<file path="src/source/u2_ctrl_pkg.sv">
// Shared types, address map and setting addresses for the housekeeping control core
// Import with a wildcard in each module header that needs it

package u2_ctrl_pkg;

   // Bus and payload widths
   typedef logic [15:0] wb_adr_t;
   typedef logic [31:0] wb_dat_t;
   typedef logic [7:0]  set_addr_t;
   typedef logic [7:0]  irq_vec_t;
   typedef logic [7:0]  led_t;

   // Regions live in byte address bits 11:10, code 3 is unmapped
   localparam logic [1:0] REGION_SETTINGS = 2'd0;
   localparam logic [1:0] REGION_PIC      = 2'd1;
   localparam logic [1:0] REGION_READBACK = 2'd2;

   // Setting register addresses
   localparam set_addr_t SR_CLOCK    = 8'd0;
   localparam set_addr_t SR_SERDES   = 8'd1;
   localparam set_addr_t SR_ADC      = 8'd2;
   localparam set_addr_t SR_LED_SW   = 8'd3;
   localparam set_addr_t SR_PHY      = 8'd4;
   localparam set_addr_t SR_LED_SRC  = 8'd8;
   // One-time count here, periodic count at the next address
   localparam set_addr_t SR_SIMTIMER = 8'd198;

   // Reset values
   localparam led_t    LED_SRC_AT_RESET = 8'b0001_1110;
   localparam logic    PHY_RST_AT_RESET = 1'b1;
   // Bump when the register map changes
   localparam wb_dat_t COMPAT_NUM       = 32'd2;

   // Interrupt source bit positions
   localparam int IRQ_ONETIME    = 0;
   localparam int IRQ_PERIODIC   = 1;
   localparam int IRQ_PHY        = 2;
   localparam int IRQ_CLK_STATUS = 3;
   localparam int IRQ_LINK       = 4;

   typedef enum logic {BUS_IDLE, BUS_ACK} bus_state_t;

   typedef struct packed {
      logic      stb;
      set_addr_t addr;
      wb_dat_t   data;
   } set_bus_t;

   // Clock gen, SERDES, ADC and PHY control lines
   typedef struct packed {
      logic       clock_ready;
      logic [1:0] clk_en;
      logic [1:0] clk_sel;
      logic       ser_enable;
      logic       ser_prbsen;
      logic       ser_loopen;
      logic       ser_rx_en;
      logic       adc_oe_a;
      logic       adc_on_a;
      logic       adc_oe_b;
      logic       adc_on_b;
      logic       phy_reset_n;
   } ctrl_lines_t;

   typedef struct packed {
      logic run_tx;
      logic run_rx;
      logic clk_status;
      logic serdes_link_up;
   } hw_status_t;

endpackage

</file>
<file path="src/source/ctrl_reg_bank.sv">
`timescale 1ns/100ps
// Setting registers for clock gen, SERDES, ADC and PHY control lines
// Also holds the software LED value and the per-bit LED source select

module ctrl_reg_bank
   import u2_ctrl_pkg::*;
(
   input  logic        wb_clk,
   input  logic        wb_rst,
   input  set_bus_t    set_bus_i,
   input  hw_status_t  hw_status_i,
   output ctrl_lines_t ctrl_o,
   output led_t        leds_o
);

   logic [4:0] clock_r;
   logic [3:0] serdes_r;
   logic [3:0] adc_r;
   logic       phy_rst_r;
   led_t       led_sw_r;
   led_t       led_src_r;
   led_t       led_hw;

   ////////////////////////////////////////////////////////////////////////////
   // Setting registers, loaded on a strobe at their own address
   always_ff @(posedge wb_clk) begin
      if (wb_rst) begin
         clock_r   <= '0;
         serdes_r  <= '0;
         adc_r     <= '0;
         // PHY held in reset until software releases it
         phy_rst_r <= PHY_RST_AT_RESET;
         led_sw_r  <= '0;
         led_src_r <= LED_SRC_AT_RESET;
      end else if (set_bus_i.stb) begin
         case (set_bus_i.addr)
            SR_CLOCK:   clock_r   <= set_bus_i.data[4:0];
            SR_SERDES:  serdes_r  <= set_bus_i.data[3:0];
            SR_ADC:     adc_r     <= set_bus_i.data[3:0];
            SR_LED_SW:  led_sw_r  <= set_bus_i.data[7:0];
            SR_PHY:     phy_rst_r <= set_bus_i.data[0];
            SR_LED_SRC: led_src_r <= set_bus_i.data[7:0];
            default:    ;
         endcase
      end
   end

   // Clock word, bit 4 is clock_ready
   always_comb begin
      ctrl_o.clock_ready = clock_r[4];
      ctrl_o.clk_en      = clock_r[3:2];
      ctrl_o.clk_sel     = clock_r[1:0];
      // SERDES word
      ctrl_o.ser_enable  = serdes_r[3];
      ctrl_o.ser_prbsen  = serdes_r[2];
      ctrl_o.ser_loopen  = serdes_r[1];
      ctrl_o.ser_rx_en   = serdes_r[0];
      // ADC word
      ctrl_o.adc_oe_a    = adc_r[3];
      ctrl_o.adc_on_a    = adc_r[2];
      ctrl_o.adc_oe_b    = adc_r[1];
      ctrl_o.adc_on_b    = adc_r[0];
      // Register holds the reset, pin is active low
      ctrl_o.phy_reset_n = ~phy_rst_r;
   end

   ////////////////////////////////////////////////////////////////////////////
   // LED mux
   // Hardware status on bits 4:1, rest unused
   assign led_hw = {3'b000, hw_status_i, 1'b0};
   // Source bit 1 picks hardware, 0 picks software
   assign leds_o = (led_src_r & led_hw) | (~led_src_r & led_sw_r);

endmodule

</file>
<file path="src/source/pic.sv">
`timescale 1ns/100ps
// Interrupt controller with rising-edge latch, enable mask and write-one-to-clear pending
// Word 0 enable, word 1 pending, word 2 raw sources

module pic
   import u2_ctrl_pkg::*;
(
   input  logic       wb_clk,
   input  logic       wb_rst,
   input  logic       pic_wr_i,
   input  logic [2:0] rd_idx_i,
   input  wb_dat_t    dat_i,
   output wb_dat_t    dat_o,
   input  logic       onetime_int_i,
   input  logic       periodic_int_i,
   input  logic       phy_int_n_i,
   input  hw_status_t hw_status_i,
   output logic       int_o
);

   irq_vec_t irq_vec;
   irq_vec_t irq_d_r;
   irq_vec_t rise;
   irq_vec_t enable_r;
   irq_vec_t enable_nxt;
   irq_vec_t pending_r;
   irq_vec_t pending_nxt;

   // Source vector, PHY line is active low
   always_comb begin
      irq_vec                 = '0;
      irq_vec[IRQ_ONETIME]    = onetime_int_i;
      irq_vec[IRQ_PERIODIC]   = periodic_int_i;
      irq_vec[IRQ_PHY]        = ~phy_int_n_i;
      irq_vec[IRQ_CLK_STATUS] = hw_status_i.clk_status;
      irq_vec[IRQ_LINK]       = hw_status_i.serdes_link_up;
   end

   assign rise = irq_vec & ~irq_d_r;

   // New edges win over a clear in the same cycle
   always_comb begin
      enable_nxt  = enable_r;
      pending_nxt = pending_r | rise;
      if (pic_wr_i && (rd_idx_i == 3'd0)) begin
         enable_nxt = dat_i[7:0];
      end
      if (pic_wr_i && (rd_idx_i == 3'd1)) begin
         pending_nxt = (pending_r & ~dat_i[7:0]) | rise;
      end
   end

   always_ff @(posedge wb_clk) begin
      if (wb_rst) begin
         irq_d_r   <= '0;
         enable_r  <= '0;
         pending_r <= '0;
         int_o     <= 1'b0;
      end else begin
         irq_d_r   <= irq_vec;
         enable_r  <= enable_nxt;
         pending_r <= pending_nxt;
         // Registered from next state so it tracks the masked pending bits
         int_o     <= |(pending_nxt & enable_nxt);
      end
   end

   always_comb begin
      case (rd_idx_i)
         3'd0:    dat_o = {24'd0, enable_r};
         3'd1:    dat_o = {24'd0, pending_r};
         3'd2:    dat_o = {24'd0, irq_vec};
         default: dat_o = '0;
      endcase
   end

   // No interrupt without an enabled pending bit
   int_masked_a: assert property (@(posedge wb_clk) disable iff (wb_rst)
      ((pending_r & enable_r) == '0) |-> !int_o);

endmodule

</file>
<file path="src/source/readback_regs.sv">
`timescale 1ns/100ps
// Read-only status words for the readback region
// Word 0 compat number, word 1 cycle count, word 2 sim mode and clock divider

module readback_regs
   import u2_ctrl_pkg::*;
(
   input  logic       wb_clk,
   input  logic       wb_rst,
   input  logic [2:0] rd_idx_i,
   input  logic       sim_mode_i,
   input  logic [3:0] clock_divider_i,
   output wb_dat_t    dat_o
);

   wb_dat_t cycle_cnt_r;

   // Free-running, wraps
   always_ff @(posedge wb_clk) begin
      if (wb_rst) begin
         cycle_cnt_r <= '0;
      end else begin
         cycle_cnt_r <= cycle_cnt_r + 1'b1;
      end
   end

   ////////////////////////////////////////////////////////////////////////////
   // Word select, unused indices read zero
   always_comb begin
      case (rd_idx_i)
         3'd0:    dat_o = COMPAT_NUM;
         3'd1:    dat_o = cycle_cnt_r;
         // Sim flag on top, divider in the low nibble
         3'd2:    dat_o = {sim_mode_i, 27'd0, clock_divider_i};
         default: dat_o = '0;
      endcase
   end

endmodule

</file>
<file path="src/source/simple_timer.sv">
`timescale 1ns/100ps
// One-time and periodic interrupt timers, counts loaded over the settings bus
// Writing zero to either count stops that timer

module simple_timer
   import u2_ctrl_pkg::*;
(
   input  logic     wb_clk,
   input  logic     wb_rst,
   input  set_bus_t set_bus_i,
   output logic     onetime_int_o,
   output logic     periodic_int_o
);

   wb_dat_t onetime_ctr_r;
   wb_dat_t period_r;
   wb_dat_t periodic_ctr_r;
   logic    load_onetime;
   logic    load_periodic;

   assign load_onetime  = set_bus_i.stb && (set_bus_i.addr == SR_SIMTIMER);
   assign load_periodic = set_bus_i.stb && (set_bus_i.addr == set_addr_t'(SR_SIMTIMER + 1));

   // One-time down-counter, fires N edges after the load
   always_ff @(posedge wb_clk) begin
      if (wb_rst) begin
         onetime_ctr_r <= '0;
         onetime_int_o <= 1'b0;
      end else begin
         onetime_int_o <= !load_onetime && (onetime_ctr_r == 32'd1);
         if (load_onetime) begin
            onetime_ctr_r <= set_bus_i.data;
         end else if (onetime_ctr_r != '0) begin
            onetime_ctr_r <= onetime_ctr_r - 1'b1;
         end
      end
   end

   // Periodic counter, reloads from the period register on expiry
   always_ff @(posedge wb_clk) begin
      if (wb_rst) begin
         period_r       <= '0;
         periodic_ctr_r <= '0;
         periodic_int_o <= 1'b0;
      end else if (load_periodic) begin
         period_r       <= set_bus_i.data;
         periodic_ctr_r <= set_bus_i.data;
         periodic_int_o <= 1'b0;
      end else begin
         periodic_int_o <= (period_r != '0) && (periodic_ctr_r == 32'd1);
         if (period_r != '0) begin
            if (periodic_ctr_r == 32'd1) begin
               periodic_ctr_r <= period_r;
            end else begin
               periodic_ctr_r <= periodic_ctr_r - 1'b1;
            end
         end
      end
   end

   // Both interrupts are single-cycle pulses into the pic edge detect
   onetime_pulse_a: assert property (@(posedge wb_clk) disable iff (wb_rst)
      onetime_int_o |=> !onetime_int_o);
   periodic_pulse_a: assert property (@(posedge wb_clk) disable iff (wb_rst)
      (periodic_int_o && (period_r > 32'd1)) |=> !periodic_int_o);

endmodule

</file>
<file path="src/source/u2_ctrl_core.sv">
`timescale 1ns/100ps
// Top of the housekeeping control core
// Wishbone slave in front of settings, timer, pic and readback blocks

module u2_ctrl_core
   import u2_ctrl_pkg::*;
(
   input  logic        wb_clk,
   input  logic        wb_rst,
   // Wishbone slave
   input  wb_adr_t     wb_adr_i,
   input  wb_dat_t     wb_dat_i,
   input  logic        wb_we_i,
   input  logic        wb_stb_i,
   input  logic        wb_cyc_i,
   output logic        wb_ack_o,
   output wb_dat_t     wb_dat_o,
   // Board status and control
   input  hw_status_t  hw_status_i,
   input  logic        phy_int_n_i,
   input  logic        sim_mode_i,
   input  logic [3:0]  clock_divider_i,
   output ctrl_lines_t ctrl_o,
   output led_t        leds_o,
   output logic        int_o
);

   set_bus_t   set_bus;
   logic       pic_wr;
   logic [2:0] rd_idx;
   wb_dat_t    pic_dat;
   wb_dat_t    rb_dat;
   logic       onetime_int;
   logic       periodic_int;

   wb_bus_bridge i_bridge (
      .wb_clk    (wb_clk),
      .wb_rst    (wb_rst),
      .wb_adr_i  (wb_adr_i),
      .wb_dat_i  (wb_dat_i),
      .wb_we_i   (wb_we_i),
      .wb_stb_i  (wb_stb_i),
      .wb_cyc_i  (wb_cyc_i),
      .wb_ack_o  (wb_ack_o),
      .wb_dat_o  (wb_dat_o),
      .set_bus_o (set_bus),
      .pic_wr_o  (pic_wr),
      .rd_idx_o  (rd_idx),
      .pic_dat_i (pic_dat),
      .rb_dat_i  (rb_dat)
   );

   ctrl_reg_bank i_regs (
      .wb_clk      (wb_clk),
      .wb_rst      (wb_rst),
      .set_bus_i   (set_bus),
      .hw_status_i (hw_status_i),
      .ctrl_o      (ctrl_o),
      .leds_o      (leds_o)
   );

   simple_timer i_timer (
      .wb_clk         (wb_clk),
      .wb_rst         (wb_rst),
      .set_bus_i      (set_bus),
      .onetime_int_o  (onetime_int),
      .periodic_int_o (periodic_int)
   );

   // Pic write data comes from the bridge's captured write word
   pic i_pic (
      .wb_clk         (wb_clk),
      .wb_rst         (wb_rst),
      .pic_wr_i       (pic_wr),
      .rd_idx_i       (rd_idx),
      .dat_i          (set_bus.data),
      .dat_o          (pic_dat),
      .onetime_int_i  (onetime_int),
      .periodic_int_i (periodic_int),
      .phy_int_n_i    (phy_int_n_i),
      .hw_status_i    (hw_status_i),
      .int_o          (int_o)
   );

   readback_regs i_readback (
      .wb_clk          (wb_clk),
      .wb_rst          (wb_rst),
      .rd_idx_i        (rd_idx),
      .sim_mode_i      (sim_mode_i),
      .clock_divider_i (clock_divider_i),
      .dat_o           (rb_dat)
   );

endmodule

</file>
<file path="src/source/wb_bus_bridge.sv">
`timescale 1ns/100ps
// Wishbone slave front end for the control core
// Decodes the region, issues setting strobes and pic writes, returns read data with ack

module wb_bus_bridge
   import u2_ctrl_pkg::*;
(
   input  logic       wb_clk,
   input  logic       wb_rst,
   input  wb_adr_t    wb_adr_i,
   input  wb_dat_t    wb_dat_i,
   input  logic       wb_we_i,
   input  logic       wb_stb_i,
   input  logic       wb_cyc_i,
   output logic       wb_ack_o,
   output wb_dat_t    wb_dat_o,
   output set_bus_t   set_bus_o,
   output logic       pic_wr_o,
   output logic [2:0] rd_idx_o,
   input  wb_dat_t    pic_dat_i,
   input  wb_dat_t    rb_dat_i
);

   bus_state_t state_r;
   logic [1:0] region;
   logic       req;
   wb_dat_t    rd_word;
   logic       set_stb_r;
   set_addr_t  set_addr_r;
   wb_dat_t    set_data_r;
   logic       pic_wr_r;

   // Region code and word index straight from the held address
   assign region   = wb_adr_i[11:10];
   assign rd_idx_o = wb_adr_i[4:2];
   // New request only taken while idle
   assign req      = wb_stb_i & wb_cyc_i & (state_r == BUS_IDLE);

   // Read source select, settings and unmapped read zero
   always_comb begin
      case (region)
         REGION_PIC:      rd_word = pic_dat_i;
         REGION_READBACK: rd_word = rb_dat_i;
         default:         rd_word = '0;
      endcase
   end

   ////////////////////////////////////////////////////////////////////////////
   // Request FSM, one cycle in ACK per access
   always_ff @(posedge wb_clk) begin
      if (wb_rst) begin
         state_r   <= BUS_IDLE;
         set_stb_r <= 1'b0;
         pic_wr_r  <= 1'b0;
      end else begin
         set_stb_r <= req & wb_we_i & (region == REGION_SETTINGS);
         pic_wr_r  <= req & wb_we_i & (region == REGION_PIC);
         case (state_r)
            BUS_IDLE: begin
               if (req) begin
                  state_r <= BUS_ACK;
               end
            end
            default: state_r <= BUS_IDLE;
         endcase
      end
   end

   // Payload captured on accept, held through the ack cycle
   always_ff @(posedge wb_clk) begin
      if (req) begin
         set_addr_r <= wb_adr_i[9:2];
         set_data_r <= wb_dat_i;
         wb_dat_o   <= rd_word;
      end
   end

   assign wb_ack_o  = (state_r == BUS_ACK);
   assign pic_wr_o  = pic_wr_r;
   assign set_bus_o = '{stb: set_stb_r, addr: set_addr_r, data: set_data_r};

   // Ack is a single-cycle pulse per access
   ack_single_a: assert property (@(posedge wb_clk) disable iff (wb_rst)
      wb_ack_o |=> !wb_ack_o);
   // Setting strobe only rides along with ack
   set_stb_ack_a: assert property (@(posedge wb_clk) disable iff (wb_rst)
      set_bus_o.stb |-> wb_ack_o);

endmodule

</file>
<file path="config.mk">
export PLATFORM = sky130hd
export DESIGN_NAME = u2_ctrl_core
export DESIGN_NICKNAME = d
export VERILOG_FILES = /design/src/source/u2_ctrl_pkg.sv /design/src/source/ctrl_reg_bank.sv /design/src/source/pic.sv /design/src/source/readback_regs.sv /design/src/source/simple_timer.sv /design/src/source/u2_ctrl_core.sv /design/src/source/wb_bus_bridge.sv
export SDC_FILE = /design/constraint.sdc
export NUM_CORES = 1
export LEC_CHECK = 0
export ABC_AREA = 1
export CORE_MARGIN = 2
export CORE_UTILIZATION = 58
export CTS_CLUSTER_DIAMETER = 30
export DETAILED_ROUTE_END_ITERATION = 6
export DONT_BUFFER_PORTS = 1
export PLACE_DENSITY_LB_ADDON = 0.12
export RECOVER_POWER = 25
export SYNTH_ARGS = -nofsm -noshare
export SYNTH_HDL_FRONTEND = slang
export SYNTH_SLANG_ARGS = --single-unit
</file>
<file path="constraint.sdc">
create_clock -name wb_clk -period 3.8 [get_ports wb_clk]
set_clock_uncertainty 0.1 [all_clocks]
set_input_delay 0.19 -clock wb_clk [delete_from_list [all_inputs] [get_ports wb_clk]]
set_output_delay 0.19 -clock wb_clk [all_outputs]
set_load 0.01 [all_outputs]
</file>
# [Word level (Yosys, flattened, before mapping)]
# Index checks and enable logic that the tools add are counted.
[totals] regBits=260 word_cells=92 output_inout_bits=56
[op_classes] bitwise=19 add_sub_neg=3 mux=11 reduce_logical=23 eq_ne=13
[op_table] cell="$mux W32" n=5
[op_table] cell="$pmux W32 S3" n=1
[op_table] cell="$eq A32 B1 Y1 const B" n=2
[op_table] cell="$pmux W32 S2" n=1
[op_table] cell="$reduce_bool A32 Y1" n=2
[op_table] cell="$sub A32 B1 Y32 const B" n=2
[op_table] cell="$add A32 B1 Y32 const B" n=1
[op_table] cell="$and A8 B8 Y8" n=3
[op_table] cell="$not A8 Y8" n=3
[op_table] cell="$or A8 B8 Y8" n=3
[op_table] cell="$pmux W8 S3" n=1
[op_table] cell="$eq A8 B2 Y1 const B" n=2
[op_table] cell="$eq A8 B8 Y1 const B" n=2
[op_table] cell="$mux W8" n=2
[op_table] cell="$reduce_and A2 Y1" n=6
[op_table] cell="$and A5 B8 Y8" n=1
[op_table] cell="$and A8 B5 Y8" n=1
[op_table] cell="$eq A8 B1 Y1 const B" n=1
[op_table] cell="$eq A8 B3 Y1 const B" n=1
[op_table] cell="$eq A8 B4 Y1 const B" n=1
[op_table] cell="$logic_not A8 Y1" n=1
[op_table] cell="$reduce_or A8 Y1" n=1
[op_table] cell="$logic_and A1 B1 Y1" n=6
[op_table] cell="$and A1 B1 Y1" n=5
[op_table] cell="other kinds (11)" n=15

# [Logic depth before layout (Yosys ltp)]
# Gate-level depths: netlist of run 1.
[logic_depth] ltp_word=6 mapped_depth=12 mapped_depth_nobuf=12

# [Hierarchy]
# Synthesis of run 1 repeated with hierarchy kept, for this count alone.
[hier_totals] hier_cells=1998 area_unflattened_um2=14002.2
[by_module_without_submodules] mod="simple_timer" cells_each=1082 n_inst=1 area_each_um2=6441.2
[by_module_without_submodules] mod="wb_bus_bridge" cells_each=200 n_inst=1 area_each_um2=2840.2
[by_module_without_submodules] mod="readback_regs" cells_each=318 n_inst=1 area_each_um2=1928.1
[by_module_without_submodules] mod="ctrl_reg_bank" cells_each=206 n_inst=1 area_each_um2=1440.1
[by_module_without_submodules] mod="pic" cells_each=192 n_inst=1 area_each_um2=1352.5

# [Worst setup path after synthesis of run 1]
# No wires, ideal clock.
[synth_path] path_kind="register -> register" start="reg i_bridge.state_r, in the netlist i_bridge.wb_ack_o" end="reg i_bridge.pic_wr_r, in the netlist i_bridge.pic_wr_o" slack_ns=-0.271 t_arrival_ns=3.889 setup_ns=0.083 required_time_ns=3.617 stages_incl_launch_ff=4 synth_period_minus_slack_ns=4.071 cell_sequence="dfxtp_1 > nor2_1 > nand2_1 > nor2_1"
[synth_between] elab_chain_len=4
[synth_lines] item="from (decl)" line_no="wb_bus_bridge.sv:24" source="bus_state_t state_r;"
[synth_lines] item="from (signal assigned)" line_no="wb_bus_bridge.sv:52" source="state_r <= BUS_IDLE;"
[synth_lines] item="from (signal assigned)" line_no="wb_bus_bridge.sv:61" source="state_r <= BUS_ACK;"
[synth_lines] item="from (signal assigned)" line_no="wb_bus_bridge.sv:64" source="default: state_r <= BUS_IDLE;"
[synth_lines] item="$not A1 Y1" line_no="wb_bus_bridge.sv:37" source="assign req = wb_stb_i & wb_cyc_i & (state_r == BUS_IDLE);"
[synth_lines] item="$and A1 B1 Y1" line_no="wb_bus_bridge.sv:37"
[synth_lines] item="named net i_bridge.req" line_no="wb_bus_bridge.sv:26" source="logic req;"
[synth_lines] item="$and A1 B1 Y1 (2 in series)" line_no="wb_bus_bridge.sv:57" source="pic_wr_r <= req & wb_we_i & (region == REGION_PIC);"
[synth_lines] item="to (signal assigned)" line_no="wb_bus_bridge.sv:57"
[synth_lines] item="to (decl)" line_no="wb_bus_bridge.sv:31" source="logic pic_wr_r;"
# The timed path passes the listed nets, and every way through them passes these cells.
# A chain may end at the register's enable or synchronous reset.

# [Final worst setup path of run 1]
[layout_path] start="reg i_bridge.set_addr_r[5]" end="reg i_timer.periodic_ctr_r[17]"
[layout_between] elab_chain_len=3
[layout_lines] item="from (decl)" line_no="wb_bus_bridge.sv:29" source="set_addr_t set_addr_r;"
[layout_lines] item="from (signal assigned)" line_no="wb_bus_bridge.sv:72" source="set_addr_r <= wb_adr_i[9:2];"
[layout_lines] item="$eq A8 B8 Y1 *" line_no="simple_timer.sv:22" source="assign load_periodic = set_bus_i.stb && (set_bus_i.addr == set_addr_t'(SR_SIMTIMER + 1));"
[layout_lines] item="$logic_and A1 B1 Y1 *" line_no="simple_timer.sv:22"
[layout_lines] item="$mux W32 / $reduce_bool A2 Y1 (equally long branches)"
[layout_lines] item="to (signal assigned)" line_no="simple_timer.sv:47" source="periodic_ctr_r <= set_bus_i.data;"
[layout_lines] item="to (signal assigned)" line_no="simple_timer.sv:53" source="periodic_ctr_r <= period_r;"
[layout_lines] item="to (signal assigned)" line_no="simple_timer.sv:55" source="periodic_ctr_r <= periodic_ctr_r - 1'b1;"
[layout_lines] item="to (decl)" line_no="simple_timer.sv:17" source="wb_dat_t periodic_ctr_r;"
# Mark *: on every way between the ends. The rest lies on a longest branch, timed or not.

==> results of run 1 <==
flip-flops by register name, indices dropped and copies added (netlist names), 8 cells and up:
register	cells
i_bridge.set_data_r	32
i_timer.onetime_ctr_r	32
i_timer.periodic_ctr_r	32
i_pic.pending_r	8
i_regs.led_sw_r	8
i_regs.led_src_r	8
i_readback.cycle_cnt_r	32
i_timer.period_r	32
i_bridge.wb_dat_o	32
i_pic.enable_r	8
i_bridge.set_addr_r	8
worst max-delay path, stage by stage, from the launching register on:
cell,delay (ns)
edfxtp_1,0.38
nor2_1,0.17
nand3_1,0.09
nor2_1,0.17
nand3_2,0.20
buf_4,0.35
o21ai_1,0.37
buf_4,0.29
nor2_1,0.06
nand2_1,0.06
a21oi_1,0.07
worst paths after layout:
check | startpoint | slack [ns] | to | cells after the start
worst max-delay path | i_bridge.set_addr_r[5] | 1.27 | i_timer.periodic_ctr_r[17] | 10
worst min-delay path | wb_rst | -0.03 | i_pic.irq_d_r[3] | 2
worst max register to register | i_bridge.set_addr_r[5] | 1.27 | i_timer.periodic_ctr_r[17] | 10
worst min register to register | i_readback.cycle_cnt_r[27] | 0.36 | i_readback.cycle_cnt_r[27] | 2
metrics by stage:
step / area (um2) / worst slack, ns / std cells / utilization [%] / total power (W)
after global placement: 12900 / 1.42 / 2009 / 59.4 / 0.00543
after global routing: 15400 / 1.07 / 2159 / 70.8 / 0.0110
after CTS: 15400 / 1.33 / 2159 / 70.8 / 0.0105
after detailed placement: 12900 / 1.37 / 2009 / 59.4 / 0.00549
after floorplan: 12800 / 0.994 / 1779 / - / 0.00509
final: 15400 / 1.27 / 2159 / 70.8 / 0.0105
where the power goes:
group          switching [W]  internal (W)
Sequential          0.000192       0.00303
Clock                0.00159       0.00330
Combinational        0.00158      0.000799
final cells by class:
cell class	count	area [um2]	area share, %
Sequential cell	257	5870	38.1
Multi-Input combinational cell	1246	5830	37.9
Clock buffer	62	1420	9.23
Inverter	220	826	5.36
Timing Repair Buffer	60	616	4.00
Clock inverter	34	494	3.21
Tap cell	280	350	2.27
cell usage in the layout, fill, tap and decap left out, drive strengths merged, types with 11 or more instances in the layout:
cell type and count:
or2 11, nand2 417, o21ai 75, clkbuf 62, dfxtp 185, dlygate4sd3 53, o211ai 11, xor2 16
clkinv 14, nand3 140, o22ai 25, nor3 78, a21oi 114, edfxtp 72, nor2 296, inv 221
nand4 18
per-layer routing:
layer / global-route usage, % / part of all wire, %
met1: 38.7 / 42
met2: 50.5 / 48
met3: 4.78 / 6.4
met4: 11.4 / 3.2
met5: 0 / 0
logic make-up after synthesis:
family / count (synthesis)
compound gates: 238
xor+xnor: 23
fa+ha+maj: 9
buf+inv: 276
flops: 257
mux: 2
simple gates: 974
==> run_results.csv, run 1 <==
group,metric,value,unit
detailed_routing,drc,0,
logic_synthesis,synth_top_family_by_area,"simple AND/OR/NAND/NOR gates",
timing,worst_slew_pin_slew,1.06,ns
logic_synthesis,post-synth-top-count-cell,"nand2_1",
global_route,grt_use_total,29.9,%
logic_synthesis,synth-async-reset-ratio,0,%
logic_synthesis,ys_warn_count,0,
logic_synthesis,synth_xor_area_share,1.58,%
logic_synthesis,synth_flop_cell,"dfxtp_1",
die,core_area,21800,um2
die,die_y,152,um
logic_synthesis,synthDistinctLibCells,39,
timing,drv_slew,0,
logic_synthesis,syn_nets,1851,
clocking,htreeDepth,2,
min_path,holdCritPathClass,"primary input to register",
finish,num-fill-cells,1740,
logic_synthesis,ys_ff_latch,257,
logic_synthesis,netlist_instances,1779,
global_route,grt-ovfl-total,0,
run,drv_cap,0,
die,die_area,23200,um2
clocking,clockBufferDepth,3,
detailed_routing,routed_via_density,5.59,
global_route,grt_max_degree,146,
clocking,holdBufCountCts,54,
detailed_routing,routedWlPerCell,16.6,um
timing,slew_headroom,29.1,%
timing,final.setup.tns,0,ns
worst_setup_path,critical_path_class,"register to register",
power,vdd_ir_drop_max,0.586,mV
timing,hold-worst-slack,-0.0272,ns
logic_synthesis,synth-simple-area-share,32.9,%
global_route,grt_pass1_wl,57100,um
finish,fin_nets,1908,
finish,drive_gt1_share,7.66,%
logic_synthesis,netlist_area,12800,um2
clocking,clk_latency,0.58,ns
logic_synthesis,yosys.area_share.adder,0.881,%
clocking,cts_tree,"built",
timing,min_period,2.53,ns
detailed_routing,firstDrtPassIters,5,
clocking,cts-root-buf,"clkbuf_16",
worst_setup_path,cp.arrival,2.81,ns
clocking,clk_pin_slew,0.05,ns
logic_synthesis,ys_top_cells_by_area,"dfxtp_1 (29%), edfxtp_1 (17%), nand2_1 (12%)",
timing,finalCritPeriodShare,66.5,%
status,violations,"negative hold slack",
logic_synthesis,synth-edff-count,72,
timing,hold_viol_final,5,
detailed_routing,wirelength,35900,um
logic_synthesis,synth.top_cells.by_count,"nand2_1 (411), nor2_1 (275), inv_1 (215)",
die,die_x,152,um
logic_synthesis,synthDominantCellAreaShare,29.0,%
status,outcome,"finished with violations",
worst_setup_path,end_kind,"register",
clocking,cts.sinks,257,
clocking,cts_resized,0,
timing,rsz0062_at_grt,"false",
logic_synthesis,synth_compound_gate_area_share,10.0,%
detailed_routing,antenna_left,0,
logic_synthesis,seq_area_frac_synth,45.9,%
finish,antenna_cells,0,
logic_synthesis,synth.avg_cell_area,7.18,um2
worst_setup_path,cp-start-kind,"register",
timing,fmax,396,MHz
place,io_buffers,0,
clocking,numCtsBuffers,51,
worst_setup_path,path_max_fanout,47,
power,p_leak,6.35,nW
detailed_routing,num_vias,12100,
detailed_routing,first_iter_violations,1084,
die,ios,119,
clocking,post_cts_buffers,0,
logic_synthesis,synth_largest_area_cell,"dfxtp_1",
logic_synthesis,synth_mux_area_share,0.176,%
power,power_density,681,nW/um2
place,dp_hpwl,23400,um
global_route,antenna_found_initial,0,
place,place_congestion,0.929,
timing,setup_viol,0,
die,fp-row-count,54,
worst_setup_path,critPathRequiredTime,4.09,ns
finish,area_growth,20.6,%
die,initial_utilization,58.7,%
global_route,grt_pass1_vias,11400,
No activity file was read; power rests on OpenSTA's default activity.
==> inputs of run 2 (changes only) <==
Settings changed: CORE_UTILIZATION 58 to 64.
Clock period 3.8 ns to 2.7 ns, I/O delays scaled along.
==> run 2 against run 1 <==
The run ends with max-capacitance violations, max-slew violations left. Final cell count hardly changed. First-iteration DRC count is 7.0% higher. Die area is 9.1% lower. Maximum frequency is 3.1% higher. Power is 40% higher. Clock-buffer cell count is 3 higher. Clock power is 39% higher. Global-route usage is 4.9 points higher. Critical path type unchanged.
==> run_results.csv, run 2 (synthesis gave the netlist of run 1 again) <==
group,metric,value,unit
status,outcome,"finished with violations",
status,violations,"max-capacitance violations, max-slew violations",
worst_setup_path,path_max_fanout,19,
finish,drive_gt1_share,7.98,%
power,power_density,952,nW/um2
finish,final_cell_count_no_fill,2158,
timing,rsz0062_at_grt,"false",
place,dpl.cell_count,2006,
die,initial_utilization,65.4,%
clocking,cts_tree,"built",
finish,area_growth,20.9,%
global_route,grt_max_degree,142,
place,place_congestion,0.942,
clocking,numCtsBuffers,50,
timing,fmax,408,MHz
die,die_x,145,um
timing,drv_slew,142,
die,fp-row-count,51,
clocking,cts-root-buf,"clkbuf_16",
timing,finalCritPeriodShare,90.8,%
global_route,grt-ovfl-total,0,
finish,seq_area,5870,um2
finish,num-fill-cells,1348,
power,vdd_ir_drop_max,0.712,mV
timing,min_period,2.45,ns
detailed_routing,wirelength,37300,um
die,die_y,145,um
finish,multi_input_area,5840,um2
detailed_routing,first_iter_violations,1160,
min_path,holdCritPathClass,"primary input to register",
finish,fin_nets,1924,
clocking,clockBufferDepth,3,
timing,final.setup.tns,0,ns
clocking,clk_latency,0.56,ns
global_route,antenna_found_initial,0,
detailed_routing,routedWlPerCell,17.3,um
timing,slew_headroom,-15.5,%
die,die_area,21100,um2
detailed_routing,firstDrtPassIters,6,
timing,setup_viol,0,
worst_setup_path,end_kind,"register",
global_route,grt_use_total,34.7,%
worst_setup_path,cp.arrival,2.71,ns
timing,hold_viol_final,0,
detailed_routing,routed_via_density,5.70,
worst_setup_path,cp-start-kind,"register",
finish,final_cell_mix,"nand2_1 (411), nor2_1 (273), inv_1 (215)",
die,core_area,19500,um2
finish,final_common_cell,"nand2_1",
power,p_leak,6.44,nW
global_route,grt_pass1_wl,59900,um
global_route,grt_pass1_vias,12000,
clocking,clk_pin_slew,0.05,ns
worst_setup_path,critical_path_class,"register to register",
clocking,post_cts_buffers,0,
die,ios,119,
detailed_routing,num_vias,12300,
run,drv_cap,1,
clocking,htreeDepth,2,
place,io_buffers,0,
detailed_routing,antenna_left,0,
detailed_routing,drc,0,
clocking,cts.sinks,257,
worst_setup_path,critPathRequiredTime,2.96,ns
finish,antenna_cells,0,
place,dp_hpwl,23800,um
timing,worst_slew_pin_slew,1.73,ns
## run 2: cell types whose count changed in the layout (fill, tap and decap cells not counted), moves of 2 or more
cell and change:
buf_4 +12, clkinvlp_4 -10, dlygate4sd3_1 +5, clkbuf_1 +4, inv_6 +4, clkbuf_16 -2
## run 2: critical path: stages (launching register included)
cell and delay, ns:
edfxtp_1 0.40, nand3_1 0.17, nor2_1 0.10, nand2_1 0.42, nand2_2 0.32, nor2_4 0.49
nor2_1 0.09, o21ai_0 0.09, nor2_1 0.05
## run 2: timing repair
| item | 4_1_cts | 5_1_grt |
|---|---|---|
| hold buffers | 59 | 0 |
| endpoints found under the setup margin | 0 | 1 |
| endpoints found under the hold margin | 193 | 0 |
| resized for setup | 0 | 1 |
## run 2: final timing paths
check                                                   to  slack (ns)  cells after the start                        from
worst min register to register  i_readback.cycle_cnt_r[30]        0.37                      2  i_readback.cycle_cnt_r[30]
worst max register to register   i_timer.onetime_ctr_r[27]        0.25                      8      i_bridge.set_addr_r[2]
worst min-delay path                     i_bridge.pic_wr_o        0.03                      4                wb_adr_i[11]
worst max-delay path             i_timer.onetime_ctr_r[27]        0.25                      8      i_bridge.set_addr_r[2]
## run 2: per-layer routing
metal  global-route usage [%]  part of all wire (%)
met1                     42.8                    40
met2                     60.9                    49
met3                     6.73                   7.7
met4                     12.4                   3.0
met5                        0                     0
## run 2: cell type report
cell class	instances	share of cell area (%)
well taps	265	2.15
flip-flops and latches	257	38.0
repair buffers	77	4.76
clock buffers	65	9.06
clock inverters	28	2.98
inverters	220	5.34
multi-input cells	1246	37.8
## run 2: metrics by stage
step	cell area, um2	total power, W	util, %	worst slack [ns]	hold slack, ns
3_5_place_dp	13000	0.00777	66.6	0.468	0.108
3_3_place_gp	13000	0.00769	66.6	0.519	0.106
5_1_grt	15500	0.0154	79.1	0.128	0.0297
6_report	15500	0.0147	79.1	0.248	0.0258
2_1_floorplan	12800	0.00716	-	0.734	0.107
4_1_cts	15500	0.0147	79.2	0.386	0.000276
## run 2: where the power goes
| group | internal, W | switching (W) | leakage [nW] |
|---|---|---|---|
| clock network | 0.00465 | 0.00215 | 0.912 |
| registers | 0.00426 | 0.000269 | 2.17 |
| logic | 0.00113 | 0.00227 | 3.35 |
| total | 0.0100 | 0.00468 | 6.44 |
==> inputs of run 3 (changes only) <==
Settings changed: ABC_AREA 1 to 0, PLACE_DENSITY set to 0.77, PLACE_DENSITY_LB_ADDON 0.12 to not set.
==> run 3 against run 2 <==
The run ends with design-rule violations left. Global-route usage is 0.52 points lower. Synthesized cell count fell by 30%. First-iteration DRC count decreased by 19%. Power is 7.7% lower. Critical path depth shrank 2. Wire length fell by 9.8%. Critical path type unchanged. Largest power group unchanged.
==> run_results.csv, run 3 <==
group,metric,value,unit
timing,hold_viol_final,0,
logic_synthesis,netlist_instances,1238,
power,vdd_ir_drop_max,1.00,mV
finish,antenna_cells,0,
logic_synthesis,syn_nets,1310,
detailed_routing,first_iter_violations,945,
clocking,cts_tree,"built",
detailed_routing,firstDrtPassIters,7,
timing,rsz0062_at_grt,"false",
timing,worst_slew_pin_slew,0.864,ns
timing,drv_slew,0,
place,io_buffers,0,
finish,final_cell_mix,"dfxtp_1 (185), nor2_1 (135), nand2_1 (129)",
worst_setup_path,critical_path_class,"register to register",
place,place_congestion,0.928,
worst_setup_path,path_max_fanout,28,
logic_synthesis,ys_top_cells_by_area,"dfxtp_1 (32%), edfxtp_1 (19%), nor2_1 (4.4%)",
timing,setup_viol,0,
finish,design_area,14600,um2
place,dpl-instance-area,12100,um2
clocking,cts.sinks,257,
worst_setup_path,end_kind,"register",
status,outcome,"finished with violations",
detailed_routing,routedWlPerCell,20.9,um
clocking,htreeDepth,2,
detailed_routing,wirelength,33600,um
logic_synthesis,post-synth-top-count-cell,"dfxtp_1",
finish,multi_input_area,5400,um2
global_route,grt-ovfl-total,0,
logic_synthesis,ys_warn_count,0,
clocking,post_cts_buffers,0,
global_route,antenna_found_initial,0,
finish,area_growth,25.4,%
clocking,clockBufferDepth,3,
finish,seq_area,5870,um2
clocking,numCtsBuffers,48,
clocking,clk_latency,0.53,ns
logic_synthesis,netlist_area,11600,um2
finish,final_common_cell,"dfxtp_1",
power,power_density,933,nW/um2
timing,finalCritPeriodShare,96.7,%
die,die_x,139,um
worst_setup_path,cp.arrival,2.98,ns
worst_setup_path,critPathRequiredTime,3.07,ns
timing,final.setup.tns,0,ns
power,p_leak,5.65,nW
finish,drive_gt1_share,12.0,%
logic_synthesis,synth_flop_cell,"dfxtp_1",
timing,slew_headroom,42.4,%
logic_synthesis,ys_ff_latch,257,
worst_setup_path,cp.buffers_inverters,2,
die,ios,119,
global_route,grt_pass1_vias,10400,
timing,min_period,2.61,ns
detailed_routing,drc,8,
logic_synthesis,synth.top_cells.by_count,"dfxtp_1 (185), nor2_1 (136), nand2_1 (129)",
clocking,clk_pin_slew,0.05,ns
timing,fmax,383,MHz
global_route,grt_use_total,34.2,%
place,dp_hpwl,19800,um
die,core_area,17900,um2
worst_setup_path,slowest_delay,0.60,ns
die,die_area,19200,um2
worst_setup_path,path_cells,"nor4bb_4 > and3_1 > buf_4 > nand2_1 > a21oi_1 > dlygate4sd3_1",
min_path,holdCritPathClass,"primary input to register",
logic_synthesis,synth_largest_area_cell,"dfxtp_1",
detailed_routing,num_vias,10400,
global_route,grt_pass1_wl,53800,um
status,violations,"design-rule violations",
logic_synthesis,seq_area_frac_synth,50.5,%
worst_setup_path,path_delay_family,"buffers and inverters",
worst_setup_path,slowest_stage,"dlygate4sd3_1",
finish,fin_nets,1416,
worst_setup_path,cp-start-kind,"register",
die,initial_utilization,64.8,%
clocking,cts-root-buf,"clkbuf_16",
die,fp-row-count,49,
detailed_routing,antenna_left,0,
logic_synthesis,synth-edff-count,72,
logic_synthesis,synth-async-reset-ratio,0,%
logic_synthesis,synthDistinctLibCells,66,
global_route,grt_max_degree,140,
logic_synthesis,synth.avg_cell_area,9.37,um2
finish,num-fill-cells,1047,
detailed_routing,routed_via_density,6.43,
logic_synthesis,synthDominantCellAreaShare,31.9,%
die,die_y,139,um
run,drv_cap,0,
run 3: through the flow:
stage               setup WS (ns)  hold slack (ns)  util [%]  power, W  cells
floorplan                   0.248            0.107         -   0.00642   1238
global placement            0.266            0.108      67.6   0.00716   1451
detailed placement          0.183            0.111      67.6   0.00722   1451
CTS                        0.0996          0.00384      81.2    0.0135   1611
global route               0.0112           0.0428      81.3    0.0140   1611
finish                     0.0887           0.0366      81.3    0.0136   1611
run 3: layout make-up:
type / instances / area share [%]
repair buffers: 134 / 8.43
inverters: 19 / 0.490
flip-flops and latches: 257 / 40.3
clock buffers: 66 / 10.0
multi-input cells: 884 / 37.1
clock inverters: 22 / 1.70
well taps: 229 / 1.97
run 3: timing repair:
action	CTS	global route
hold buffers	72	0
gates resized for setup	0	2
hold endpoints to repair	215	0
endpoints found under the setup margin	0	3
run 3: cell families (layout without fill, tap and decap cells):
logic type                 after synthesis  after routing  share of synthesized area, %
and+or+nand+nor                        546            546                          23.9
DFF                                    257            257                          50.5
AOI/OAI and AO/OA                      234            234                          13.5
buffers and inverters                   97            241                          3.25
muxes                                   48             48                          4.24
xor gates and xnor gates                47             47                          3.55
adders and majority gates                9              9                         0.970
run 3: path summary, 6_finish.rpt:
kind	to	depth (start not counted)	slack, ns	start
setup reg to reg	i_timer.period_r[21]	6	0.09	i_bridge.set_addr_r[5]
setup / recovery	i_timer.period_r[21]	6	0.09	i_bridge.set_addr_r[5]
hold reg to reg	i_timer.period_r[4]	2	0.37	i_timer.period_r[4]
hold / removal	i_bridge.wb_dat_o[0]	4	0.04	wb_adr_i[2]
run 3: routing by layer:
layer,GRT usage [%],routed length (um),up-vias
met5,0,0,-
met4,16.9,1460,0
met3,6.94,2620,95
met2,55.8,16100,486
met1,43.9,13500,4989
li1,-,-,4782
run 3: worst min-delay path: stages:
cell and delay, ns:
nand3b_1 0.06, o21ai_0 0.11, a22oi_1 0.10, nor2_1 0.13
run 3: where the power goes:
group          total [W]  internal (W)  switching (W)
clock network    0.00618       0.00416        0.00202
registers        0.00463       0.00427       0.000359
logic            0.00277       0.00123        0.00154
total             0.0136       0.00966        0.00392
